--- config.mk ---
export PLATFORM = sky130hd
export DESIGN_NAME = cpuTop
export DESIGN_NICKNAME = d
export VERILOG_FILES = /design/src/verilog/cpuPkg.sv /design/src/verilog/cpuTop.sv /design/src/verilog/datapath.sv /design/src/verilog/controlUnit.sv /design/src/verilog/registerFile.sv /design/src/verilog/alu.sv
export SDC_FILE = /design/constraint.sdc
export NUM_CORES = 1
export LEC_CHECK = 0
export BUFFER_PORTS_ARGS = -buffer_cell sky130_fd_sc_hd__buf_2
export CORE_ASPECT_RATIO = 1.25
export CORE_MARGIN = 8
export CORE_UTILIZATION = 40
export CTS_CLUSTER_SIZE = 24
export DETAILED_ROUTE_END_ITERATION = 10
export SLEW_MARGIN = 40
export SYNTH_ARGS = -nofsm -noshare
export SYNTH_HDL_FRONTEND = slang
export SYNTH_SLANG_ARGS = --single-unit
export TNS_END_PERCENT = 50
--- constraint.sdc ---
create_clock -name clk -period 6.7 [get_ports clk]
set_input_delay 0.335 -clock clk [delete_from_list [all_inputs] [get_ports clk]]
set_output_delay 0.335 -clock clk [all_outputs]
set_load 0.02 [all_outputs]
--- src/verilog/cpuPkg.sv ---
package cpuPkg;

    // Machine word and register file size
    localparam int DataWidth = 16;
    localparam int RegCount = 16;

    // Byte addressing, one word per fetch
    localparam int PcStep = 2;

    typedef logic [DataWidth-1:0] wordT;
    typedef logic [$clog2(RegCount)-1:0] regIdxT;

    // Opcodes 14 and 15 are left unnamed and decode as no-ops
    typedef enum logic [3:0] {
        OpAdd  = 4'd0,
        OpSub  = 4'd1,
        OpSll  = 4'd2,
        OpSrl  = 4'd3,
        OpSra  = 4'd4,
        OpNand = 4'd5,
        OpOr   = 4'd6,
        OpAddi = 4'd7,
        OpOri  = 4'd8,
        OpLw   = 4'd9,
        OpSw   = 4'd10,
        OpBeqz = 4'd11,
        OpBnez = 4'd12,
        OpJmp  = 4'd13
    } opcodeT;

    typedef enum logic [2:0] {
        AluAdd  = 3'd0,
        AluSub  = 3'd1,
        AluSll  = 3'd2,
        AluSrl  = 3'd3,
        AluSra  = 3'd4,
        AluNand = 3'd5,
        AluOr   = 3'd6
    } aluOpT;

    // First ALU operand
    typedef enum logic [1:0] {
        SrcAPc   = 2'd0,
        SrcARegB = 2'd1,
        SrcARegA = 2'd2
    } aluSrcAT;

    // Second ALU operand
    typedef enum logic [2:0] {
        SrcBRegC      = 3'd0,
        SrcBTwo       = 3'd1,
        SrcBImmByte   = 3'd2,
        SrcBBranchOff = 3'd3,
        SrcBJumpOff   = 3'd4,
        SrcBZero      = 3'd5
    } aluSrcBT;

    typedef enum logic [2:0] {
        StFetch     = 3'd0,
        StDecode    = 3'd1,
        StExecute   = 3'd2,
        StMemAccess = 3'd3,
        StWriteBack = 3'd4,
        StBranch    = 3'd5
    } cpuStateT;

endpackage
--- src/verilog/cpuTop.sv ---
`timescale 1ns/1ps

module cpuTop (
    input  logic         clk,
    input  logic         rst,
    output cpuPkg::wordT instrAddr,
    output logic         instrRead,
    input  cpuPkg::wordT instrData,
    output cpuPkg::wordT dataAddr,
    output cpuPkg::wordT dataWrData,
    output logic         dataRead,
    output logic         dataWrite,
    input  cpuPkg::wordT dataRdData
);

    cpuPkg::opcodeT  opcode;
    logic            irWrite;
    logic            pcWrite;
    logic            pcWriteCond;
    logic            branchNe;
    logic            regWrite;
    logic            memToReg;
    cpuPkg::aluSrcAT aluSrcA;
    cpuPkg::aluSrcBT aluSrcB;
    cpuPkg::aluOpT   aluOp;

    // Memory strobes leave straight from the FSM
    controlUnit ctrl (
        .clk         (clk),
        .rst         (rst),
        .opcode      (opcode),
        .instrRead   (instrRead),
        .irWrite     (irWrite),
        .pcWrite     (pcWrite),
        .pcWriteCond (pcWriteCond),
        .branchNe    (branchNe),
        .regWrite    (regWrite),
        .memToReg    (memToReg),
        .dataRead    (dataRead),
        .dataWrite   (dataWrite),
        .aluSrcA     (aluSrcA),
        .aluSrcB     (aluSrcB),
        .aluOp       (aluOp)
    );

    datapath dp (
        .clk         (clk),
        .rst         (rst),
        .irWrite     (irWrite),
        .pcWrite     (pcWrite),
        .pcWriteCond (pcWriteCond),
        .branchNe    (branchNe),
        .regWrite    (regWrite),
        .memToReg    (memToReg),
        .aluSrcA     (aluSrcA),
        .aluSrcB     (aluSrcB),
        .aluOp       (aluOp),
        .instrData   (instrData),
        .dataRdData  (dataRdData),
        .opcode      (opcode),
        .instrAddr   (instrAddr),
        .dataAddr    (dataAddr),
        .dataWrData  (dataWrData)
    );

endmodule

--- src/verilog/datapath.sv ---
`timescale 1ns/1ps

module datapath (
    input  logic            clk,
    input  logic            rst,
    input  logic            irWrite,
    input  logic            pcWrite,
    input  logic            pcWriteCond,
    input  logic            branchNe,
    input  logic            regWrite,
    input  logic            memToReg,
    input  cpuPkg::aluSrcAT aluSrcA,
    input  cpuPkg::aluSrcBT aluSrcB,
    input  cpuPkg::aluOpT   aluOp,
    input  cpuPkg::wordT    instrData,
    input  cpuPkg::wordT    dataRdData,
    output cpuPkg::opcodeT  opcode,
    output cpuPkg::wordT    instrAddr,
    output cpuPkg::wordT    dataAddr,
    output cpuPkg::wordT    dataWrData
);

    cpuPkg::wordT pc;
    cpuPkg::wordT ir;
    cpuPkg::wordT opA;
    cpuPkg::wordT opB;
    cpuPkg::wordT opC;
    cpuPkg::wordT aluOut;

    cpuPkg::wordT rfDataB;
    cpuPkg::wordT rfDataC;
    cpuPkg::wordT rfDataA;
    cpuPkg::wordT writeData;

    cpuPkg::wordT aluA;
    cpuPkg::wordT aluB;
    cpuPkg::wordT aluResult;
    logic         aluZero;

    cpuPkg::wordT immByte;
    cpuPkg::wordT branchOff;
    cpuPkg::wordT jumpOff;
    cpuPkg::wordT pcNext;
    logic         pcLoad;

    cpuPkg::regIdxT fieldA;
    cpuPkg::regIdxT fieldB;
    cpuPkg::regIdxT fieldC;

    // Instruction fields, opcode rA rB rC from the top
    assign opcode = cpuPkg::opcodeT'(ir[15:12]);
    assign fieldA = ir[11:8];
    assign fieldB = ir[7:4];
    assign fieldC = ir[3:0];

    // ORI zero-extends its byte, ADDI sign-extends
    assign immByte = (opcode == cpuPkg::OpOri)
                   ? {{(cpuPkg::DataWidth-8){1'b0}}, ir[7:0]}
                   : {{(cpuPkg::DataWidth-8){ir[7]}}, ir[7:0]};

    // Word offsets doubled to bytes
    assign branchOff = {{(cpuPkg::DataWidth-9){ir[7]}}, ir[7:0], 1'b0};
    assign jumpOff = {{(cpuPkg::DataWidth-13){ir[11]}}, ir[11:0], 1'b0};

    always_ff @(posedge clk) begin
        if (rst) begin
            ir <= '0;
        end else if (irWrite) begin
            ir <= instrData;
        end
    end

    // Operand latches follow the IR fields and are settled from Decode on
    always_ff @(posedge clk) begin
        opA <= rfDataB;
        opB <= rfDataC;
        opC <= rfDataA;
        aluOut <= aluResult;
    end

    registerFile regFile (
        .clk       (clk),
        .readIdxB  (fieldB),
        .readIdxC  (fieldC),
        .readIdxA  (fieldA),
        .readDataB (rfDataB),
        .readDataC (rfDataC),
        .readDataA (rfDataA),
        .writeEn   (regWrite),
        .writeIdx  (fieldA),
        .writeData (writeData)
    );

    assign writeData = memToReg ? dataRdData : aluOut;

    always_comb begin
        case (aluSrcA)
            cpuPkg::SrcARegB: aluA = opA;
            cpuPkg::SrcARegA: aluA = opC;
            default:          aluA = pc;
        endcase
    end

    always_comb begin
        case (aluSrcB)
            cpuPkg::SrcBRegC:      aluB = opB;
            cpuPkg::SrcBTwo:       aluB = cpuPkg::wordT'(cpuPkg::PcStep);
            cpuPkg::SrcBImmByte:   aluB = immByte;
            cpuPkg::SrcBBranchOff: aluB = branchOff;
            cpuPkg::SrcBJumpOff:   aluB = jumpOff;
            default:               aluB = '0;
        endcase
    end

    alu aluUnit (
        .a      (aluA),
        .b      (aluB),
        .op     (aluOp),
        .result (aluResult),
        .zero   (aluZero)
    );

    // Branch taken when the zero flag disagrees with branchNe
    assign pcLoad = pcWrite | (pcWriteCond & (aluZero != branchNe));

    // Fetch takes PC + 2 from the ALU, Branch the target saved in Decode
    assign pcNext = irWrite ? aluResult : aluOut;

    always_ff @(posedge clk) begin
        if (rst) begin
            pc <= '0;
        end else if (pcLoad) begin
            pc <= pcNext;
        end
    end

    assign instrAddr = pc;
    assign dataAddr = aluOut;
    assign dataWrData = opC;

endmodule

--- src/verilog/controlUnit.sv ---
`timescale 1ns/1ps

module controlUnit (
    input  logic            clk,
    input  logic            rst,
    input  cpuPkg::opcodeT  opcode,
    output logic            instrRead,
    output logic            irWrite,
    output logic            pcWrite,
    output logic            pcWriteCond,
    output logic            branchNe,
    output logic            regWrite,
    output logic            memToReg,
    output logic            dataRead,
    output logic            dataWrite,
    output cpuPkg::aluSrcAT aluSrcA,
    output cpuPkg::aluSrcBT aluSrcB,
    output cpuPkg::aluOpT   aluOp
);

    cpuPkg::cpuStateT state;
    cpuPkg::cpuStateT nextState;

    always_ff @(posedge clk) begin
        if (rst) begin
            state <= cpuPkg::StFetch;
        end else begin
            state <= nextState;
        end
    end

    // Next state per instruction class
    always_comb begin
        nextState = cpuPkg::StFetch;
        case (state)
            cpuPkg::StFetch: nextState = cpuPkg::StDecode;
            cpuPkg::StDecode: begin
                case (opcode)
                    cpuPkg::OpBeqz, cpuPkg::OpBnez, cpuPkg::OpJmp:
                        nextState = cpuPkg::StBranch;
                    cpuPkg::OpAdd, cpuPkg::OpSub, cpuPkg::OpSll, cpuPkg::OpSrl,
                    cpuPkg::OpSra, cpuPkg::OpNand, cpuPkg::OpOr, cpuPkg::OpAddi,
                    cpuPkg::OpOri, cpuPkg::OpLw, cpuPkg::OpSw:
                        nextState = cpuPkg::StExecute;
                    // Unused opcodes retire here
                    default: nextState = cpuPkg::StFetch;
                endcase
            end
            cpuPkg::StExecute: begin
                if (opcode == cpuPkg::OpLw || opcode == cpuPkg::OpSw) begin
                    nextState = cpuPkg::StMemAccess;
                end else begin
                    nextState = cpuPkg::StWriteBack;
                end
            end
            cpuPkg::StMemAccess: begin
                // Stores are done once the write strobe has gone out
                if (opcode == cpuPkg::OpLw) begin
                    nextState = cpuPkg::StWriteBack;
                end else begin
                    nextState = cpuPkg::StFetch;
                end
            end
            default: nextState = cpuPkg::StFetch;
        endcase
    end

    // One control word per state and opcode
    always_comb begin
        instrRead = 1'b0;
        irWrite = 1'b0;
        pcWrite = 1'b0;
        pcWriteCond = 1'b0;
        branchNe = 1'b0;
        regWrite = 1'b0;
        memToReg = 1'b0;
        dataRead = 1'b0;
        dataWrite = 1'b0;
        aluSrcA = cpuPkg::SrcAPc;
        aluSrcB = cpuPkg::SrcBZero;
        aluOp = cpuPkg::AluAdd;
        case (state)
            cpuPkg::StFetch: begin
                // PC + 2 straight from the ALU into the PC
                instrRead = 1'b1;
                irWrite = 1'b1;
                pcWrite = 1'b1;
                aluSrcB = cpuPkg::SrcBTwo;
            end
            cpuPkg::StDecode: begin
                // Speculative target into the ALU result register
                aluSrcB = (opcode == cpuPkg::OpJmp) ? cpuPkg::SrcBJumpOff
                                                    : cpuPkg::SrcBBranchOff;
            end
            cpuPkg::StExecute: begin
                aluSrcA = cpuPkg::SrcARegB;
                aluSrcB = cpuPkg::SrcBRegC;
                case (opcode)
                    cpuPkg::OpSub:  aluOp = cpuPkg::AluSub;
                    cpuPkg::OpSll:  aluOp = cpuPkg::AluSll;
                    cpuPkg::OpSrl:  aluOp = cpuPkg::AluSrl;
                    cpuPkg::OpSra:  aluOp = cpuPkg::AluSra;
                    cpuPkg::OpNand: aluOp = cpuPkg::AluNand;
                    cpuPkg::OpOr:   aluOp = cpuPkg::AluOr;
                    cpuPkg::OpAddi: begin
                        aluSrcA = cpuPkg::SrcARegA;
                        aluSrcB = cpuPkg::SrcBImmByte;
                    end
                    cpuPkg::OpOri: begin
                        aluSrcA = cpuPkg::SrcARegA;
                        aluSrcB = cpuPkg::SrcBImmByte;
                        aluOp = cpuPkg::AluOr;
                    end
                    // ADD, LW and SW all add rB and rC
                    default: aluOp = cpuPkg::AluAdd;
                endcase
            end
            cpuPkg::StMemAccess: begin
                dataRead = (opcode == cpuPkg::OpLw);
                dataWrite = (opcode == cpuPkg::OpSw);
            end
            cpuPkg::StWriteBack: begin
                regWrite = 1'b1;
                memToReg = (opcode == cpuPkg::OpLw);
            end
            cpuPkg::StBranch: begin
                // rA OR 0 drives the zero flag
                aluSrcA = cpuPkg::SrcARegA;
                aluOp = cpuPkg::AluOr;
                pcWrite = (opcode == cpuPkg::OpJmp);
                pcWriteCond = (opcode != cpuPkg::OpJmp);
                branchNe = (opcode == cpuPkg::OpBnez);
            end
            default: begin
                aluOp = cpuPkg::AluAdd;
            end
        endcase
    end

endmodule

--- src/verilog/registerFile.sv ---
`timescale 1ns/1ps

module registerFile (
    input  logic           clk,
    input  cpuPkg::regIdxT readIdxB,
    input  cpuPkg::regIdxT readIdxC,
    input  cpuPkg::regIdxT readIdxA,
    output cpuPkg::wordT   readDataB,
    output cpuPkg::wordT   readDataC,
    output cpuPkg::wordT   readDataA,
    input  logic           writeEn,
    input  cpuPkg::regIdxT writeIdx,
    input  cpuPkg::wordT   writeData
);

    // r1 to r15, power-up contents all zero
    cpuPkg::wordT regs [1:cpuPkg::RegCount-1] = '{default: '0};

    // r0 has no storage and always reads zero
    assign readDataB = (readIdxB == '0) ? '0 : regs[readIdxB];
    assign readDataC = (readIdxC == '0) ? '0 : regs[readIdxC];
    assign readDataA = (readIdxA == '0) ? '0 : regs[readIdxA];

    always_ff @(posedge clk) begin
        if (writeEn && writeIdx != '0) begin
            regs[writeIdx] <= writeData;
        end
    end

endmodule

--- src/verilog/alu.sv ---
`timescale 1ns/1ps

module alu (
    input  cpuPkg::wordT  a,
    input  cpuPkg::wordT  b,
    input  cpuPkg::aluOpT op,
    output cpuPkg::wordT  result,
    output logic          zero
);

    logic [$clog2(cpuPkg::DataWidth)-1:0] shamt;

    // Only the low bits of b count for shifts
    assign shamt = b[$clog2(cpuPkg::DataWidth)-1:0];

    always_comb begin
        case (op)
            cpuPkg::AluAdd:  result = a + b;
            cpuPkg::AluSub:  result = a - b;
            cpuPkg::AluSll:  result = a << shamt;
            cpuPkg::AluSrl:  result = a >> shamt;
            // Arithmetic, sign bit fills from the left
            cpuPkg::AluSra:  result = cpuPkg::wordT'($signed(a) >>> shamt);
            cpuPkg::AluNand: result = ~(a & b);
            cpuPkg::AluOr:   result = a | b;
            default:         result = '0;
        endcase
    end

    // Used by BEQZ and BNEZ with rA on the a input
    assign zero = (result == '0);

endmodule

==> qor.log <==
qor: status.status completed
qor: sta.fin_tns_setup 0 ns
qor: finish.seqCellArea 0.00925 mm²
qor: synth.post_synth_instance_area 0.0206 mm²
qor: synth.synthesis.yosys.warnings 0
qor: synth.post-synth-top-count-cell edfxtp_1
qor: job.timing.max_cap.violations 0
qor: floorplan.die_h 270 µm
qor: critical_path.reg2reg_capture_point dp.instrAddr[9]
qor: sta.number_of_endpoints_failing_setup_at_the_final_stage 0
qor: synth.yosysTopAreaCellShare 35.0%
qor: finish.final.fill_count 4671
qor: placement.post_dp_cell_area 0.0221 mm²
qor: finish.multiInputGateArea 0.0108 mm²
qor: synth.synth_area_leaders edfxtp_1 (35%), mux4_2 (16%), dfxtp_1 (9.8%)
qor: finish.finish.utilization 45.4%
qor: synth.synth.ff_latch_count 341
qor: critical_path.cp.buffers_inverters 1
qor: sta.clock.fmax 161 MHz
qor: synth.synth_sequential_area_ratio 44.8%
qor: grt.antenna_found_initial 1
qor: sta.drv_slew 0
qor: clock_tree.clk_root_buffer_cell clkbuf_16
qor: clock_tree.cts_resized 0
qor: floorplan.initial_core_util 40.2%
qor: clock_tree.clkTransAtPathRegs 0.06 ns
qor: synth.syn_avg_cell_area 12.1 µm²
qor: power_and_ir_drop.static-leakage-power 7.79 nW
qor: clock_tree.ctsHoldBuffers 0
qor: critical_path.crit_cells 20
qor: route.detail_route.first_pass.iterations 6
qor: synth.count_of_distinct_cell_types_in_the_synthesized_netlist 98
qor: critical_path.worst_ep_arrival_time 6.61 ns
qor: critical_path.critPathMaxFanout 11
qor: critical_path.worstSetupPathType reg -> reg
qor: clock_tree.clock_insertion_delay_at_the_later_pin_of_the_skew_report 0.53 ns
qor: synth.synth_nets 1762
qor: grt.grt_pass1_wl 115000 µm
qor: grt.vias_in_the_first_global_route 16748
qor: floorplan.design.core.area 0.0512 mm²
qor: sta.tightestPinTransition 0.875 ns
qor: sta.rsz0062_at_grt no
qor: synth.synth_top_flop_cell edfxtp_1
qor: min_path.timing.hold.worst.class in -> reg
qor: clock_tree.cts_buffers 34
qor: finish.area_growth_syn_to_layout 13.0%
qor: power_and_ir_drop.cellPowerDensity 378 mW/mm²
qor: synth.synth.cells.most_frequent edfxtp_1 (240), mux4_2 (144), nand2_1 (124)
qor: route.detailedRoute.firstIterationViolations 1616
qor: grt.grt.overflow.total 0
qor: grt.grt_max_degree 55
qor: route.detail_route.wirelength 79700 µm
qor: critical_path.kind_of_cell_adding_the_most_delay_to_the_critical_path simple AND/OR/NAND/NOR gates
qor: critical_path.type_of_destination_of_the_critical_path flop
qor: clock_tree.cts_tree built
qor: critical_path.cp_data_required_time 7.11 ns
qor: sta.period_share 92.7%
qor: finish.drive_above_1_share 29.5%
qor: clock_tree.maximum_clock_path_buffer_count 3
qor: sta.timing.final.hold_violations 0
qor: sta.period_minus_slack 6.21 ns
qor: clock_tree.clock-sinks 341
qor: sta.relSlewSlack 40.9%
qor: synth.post_synth_edffs 240
qor: finish.post_layout_nonfiller_instances 2470
qor: finish.design_area 0.0233 mm²
qor: floorplan.io-pin-count 85
qor: route.ant_nets 0
qor: route.route.vias.total 16256
qor: critical_path.regToRegSetupSlack 0.49 ns
qor: route.route.detailed.wl_per_inst 32.2 µm
qor: grt.grt.total_usage 26.4%
qor: synth.post-synth-top-area-cell edfxtp_1
qor: critical_path.rr_worst_depth 20
qor: clock_tree.cts.repair_timing.setup_buffer_count 0
qor: critical_path.startpoint dp.ir[15]
qor: critical_path.timing.critical_path.slowest_cell_delay 0.62 ns
qor: placement.place.port_buffers 84
qor: floorplan.die_w 219 µm
qor: critical_path.regToRegStartpoint dp.ir[15]
qor: critical_path.worst_path_max_delay_cell or4_4
qor: critical_path.endpoint dp.instrAddr[9]
qor: synth.asyncSetResetFlopFracSynth 0%
qor: placement.hpwlAfterDp 58900 µm
qor: route.detail_route.vias_per_cell 6.58
qor: placement.place_inst 2406
qor: critical_path.cp-start-kind flop
qor: synth.netlist_instances 1705
qor: power_and_ir_drop.ir_drop 142 µV
qor: finish.finish.net_count 1836
qor: clock_tree.cts_max_level 2
qor: floorplan.die-area 0.0590 mm²
qor: critical_path.crit_path_cell_trace or4b_4, a221o_1, and3_1, nor2_1, a31oi_1, xnor2_1, ha_1, or2_2, nor3_1, a21oi_1, a311oi_1, o21ai_0, xor2_1, a22oi_1, o211ai_1, or4_4, o41ai_4, buf_4, nand4b_1, o41ai_1
qor: floorplan.placementRows 93
qor: route.drc 0
qor: placement.final_wtd_congestion 1.05
qor: sta.finalClockSkew 0.0225 ns
where the power goes:
group | switching (mW) | internal, mW
Combinational | 2.58 | 1.31
Sequential | 0.309 | 2.67
Clock | 0.813 | 1.10
layout make-up:
| cell class | count | area share (%) |
|---|---|---|
| flip-flops and latches | 341 | 39.8 |
| inverters | 23 | 0.371 |
| multi-input cells | 1194 | 46.4 |
| diodes | 1 | 0.0108 |
| clock inverters | 14 | 0.613 |
| well taps | 665 | 3.58 |
| clock buffers | 47 | 4.18 |
| repair buffers | 185 | 5.12 |
metrics by stage:
step	hold WS [ns]	setup WS, ns	total power [mW]
after global routing	0.0690	0.0954	9.09
final	0.0491	0.491	8.79
after detailed placement	0.498	0.583	6.82
after CTS	0.0291	0.554	8.74
after floorplan	0.416	0.930	5.23
after global placement	0.489	0.672	6.83
layout by cell type, fill, tap and decap left out, drive strengths merged, types with 25 or more instances in the layout:
cell    netlist  final
o21ai        49     49
a21oi        99     99
edfxtp      240    240
nand2       124    124
nor2         98     98
buf          57    184
mux2         81     81
a22oi        92     92
dfxtp       101    101
nor3         33     33
nand3        30     30
mux2i        39     39
inv          22     25
clkbuf       90     48
a211oi       57     57
mux4        144    144
cell families (layout without fill, tap and decap cells):
logic type / Yosys count / count (layout) / synth area share, %
compound gates: 484 / 484 / 17.0
other cells: 0 / 1 / 0
fa+ha+maj: 23 / 23 / 1.43
xor+xnor: 27 / 27 / 1.22
buf+inv: 170 / 269 / 3.60
simple gates: 396 / 396 / 9.82
flops: 341 / 341 / 44.8
mux: 264 / 264 / 22.1
how the worst min path moves through the flow:
stage               cells after the start     startpoint  slack (ns)            end
floorplan                               1            rst        0.42      dp.ir[12]
global placement                        2           flop        0.49  ctrl.state[1]
detailed placement                      2           flop        0.50  ctrl.state[1]
CTS                                     3   instrData[8]        0.03       dp.ir[8]
global route                            3  instrData[10]        0.07      dp.ir[10]
finish                                  3   instrData[8]        0.05       dp.ir[8]
worst reg2reg max path, stage by stage, from the launching register on:
cell,delay [ns]
dfxtp_1,0.48
or4b_4,0.61
a221o_1,0.40
and3_1,0.25
nor2_1,0.28
a31oi_1,0.15
xnor2_1,0.15
ha_1,0.24
or2_2,0.33
nor3_1,0.20
a21oi_1,0.15
a311oi_1,0.43
o21ai_0,0.18
xor2_1,0.17
a22oi_1,0.22
o211ai_1,0.20
or4_4,0.62
o41ai_4,0.56
buf_4,0.26
nand4b_1,0.11
o41ai_1,0.10
sequential cells by signal, summed over array words and instances (netlist names), named ones only:
signal / flops
dp.regFile.regs: 240
dp.dataAddr: 16
dp.dataWrData: 16
dp.instrAddr: 16
dp.ir: 16
dp.opA: 16
dp.opB: 16
ctrl.state: 3
per-layer routing:
| layer | vias to the layer above | wire [µm] | GRT usage (%) |
|---|---|---|---|
| li1 | 7068 | - | - |
| met1 | 8248 | 28400 | 29.4 |
| met2 | 721 | 40600 | 46.5 |
| met3 | 219 | 4320 | 3.26 |
| met4 | 0 | 6370 | 17.8 |
| met5 | - | 0 | 0 |
Power figures use the tool's default switching activity.
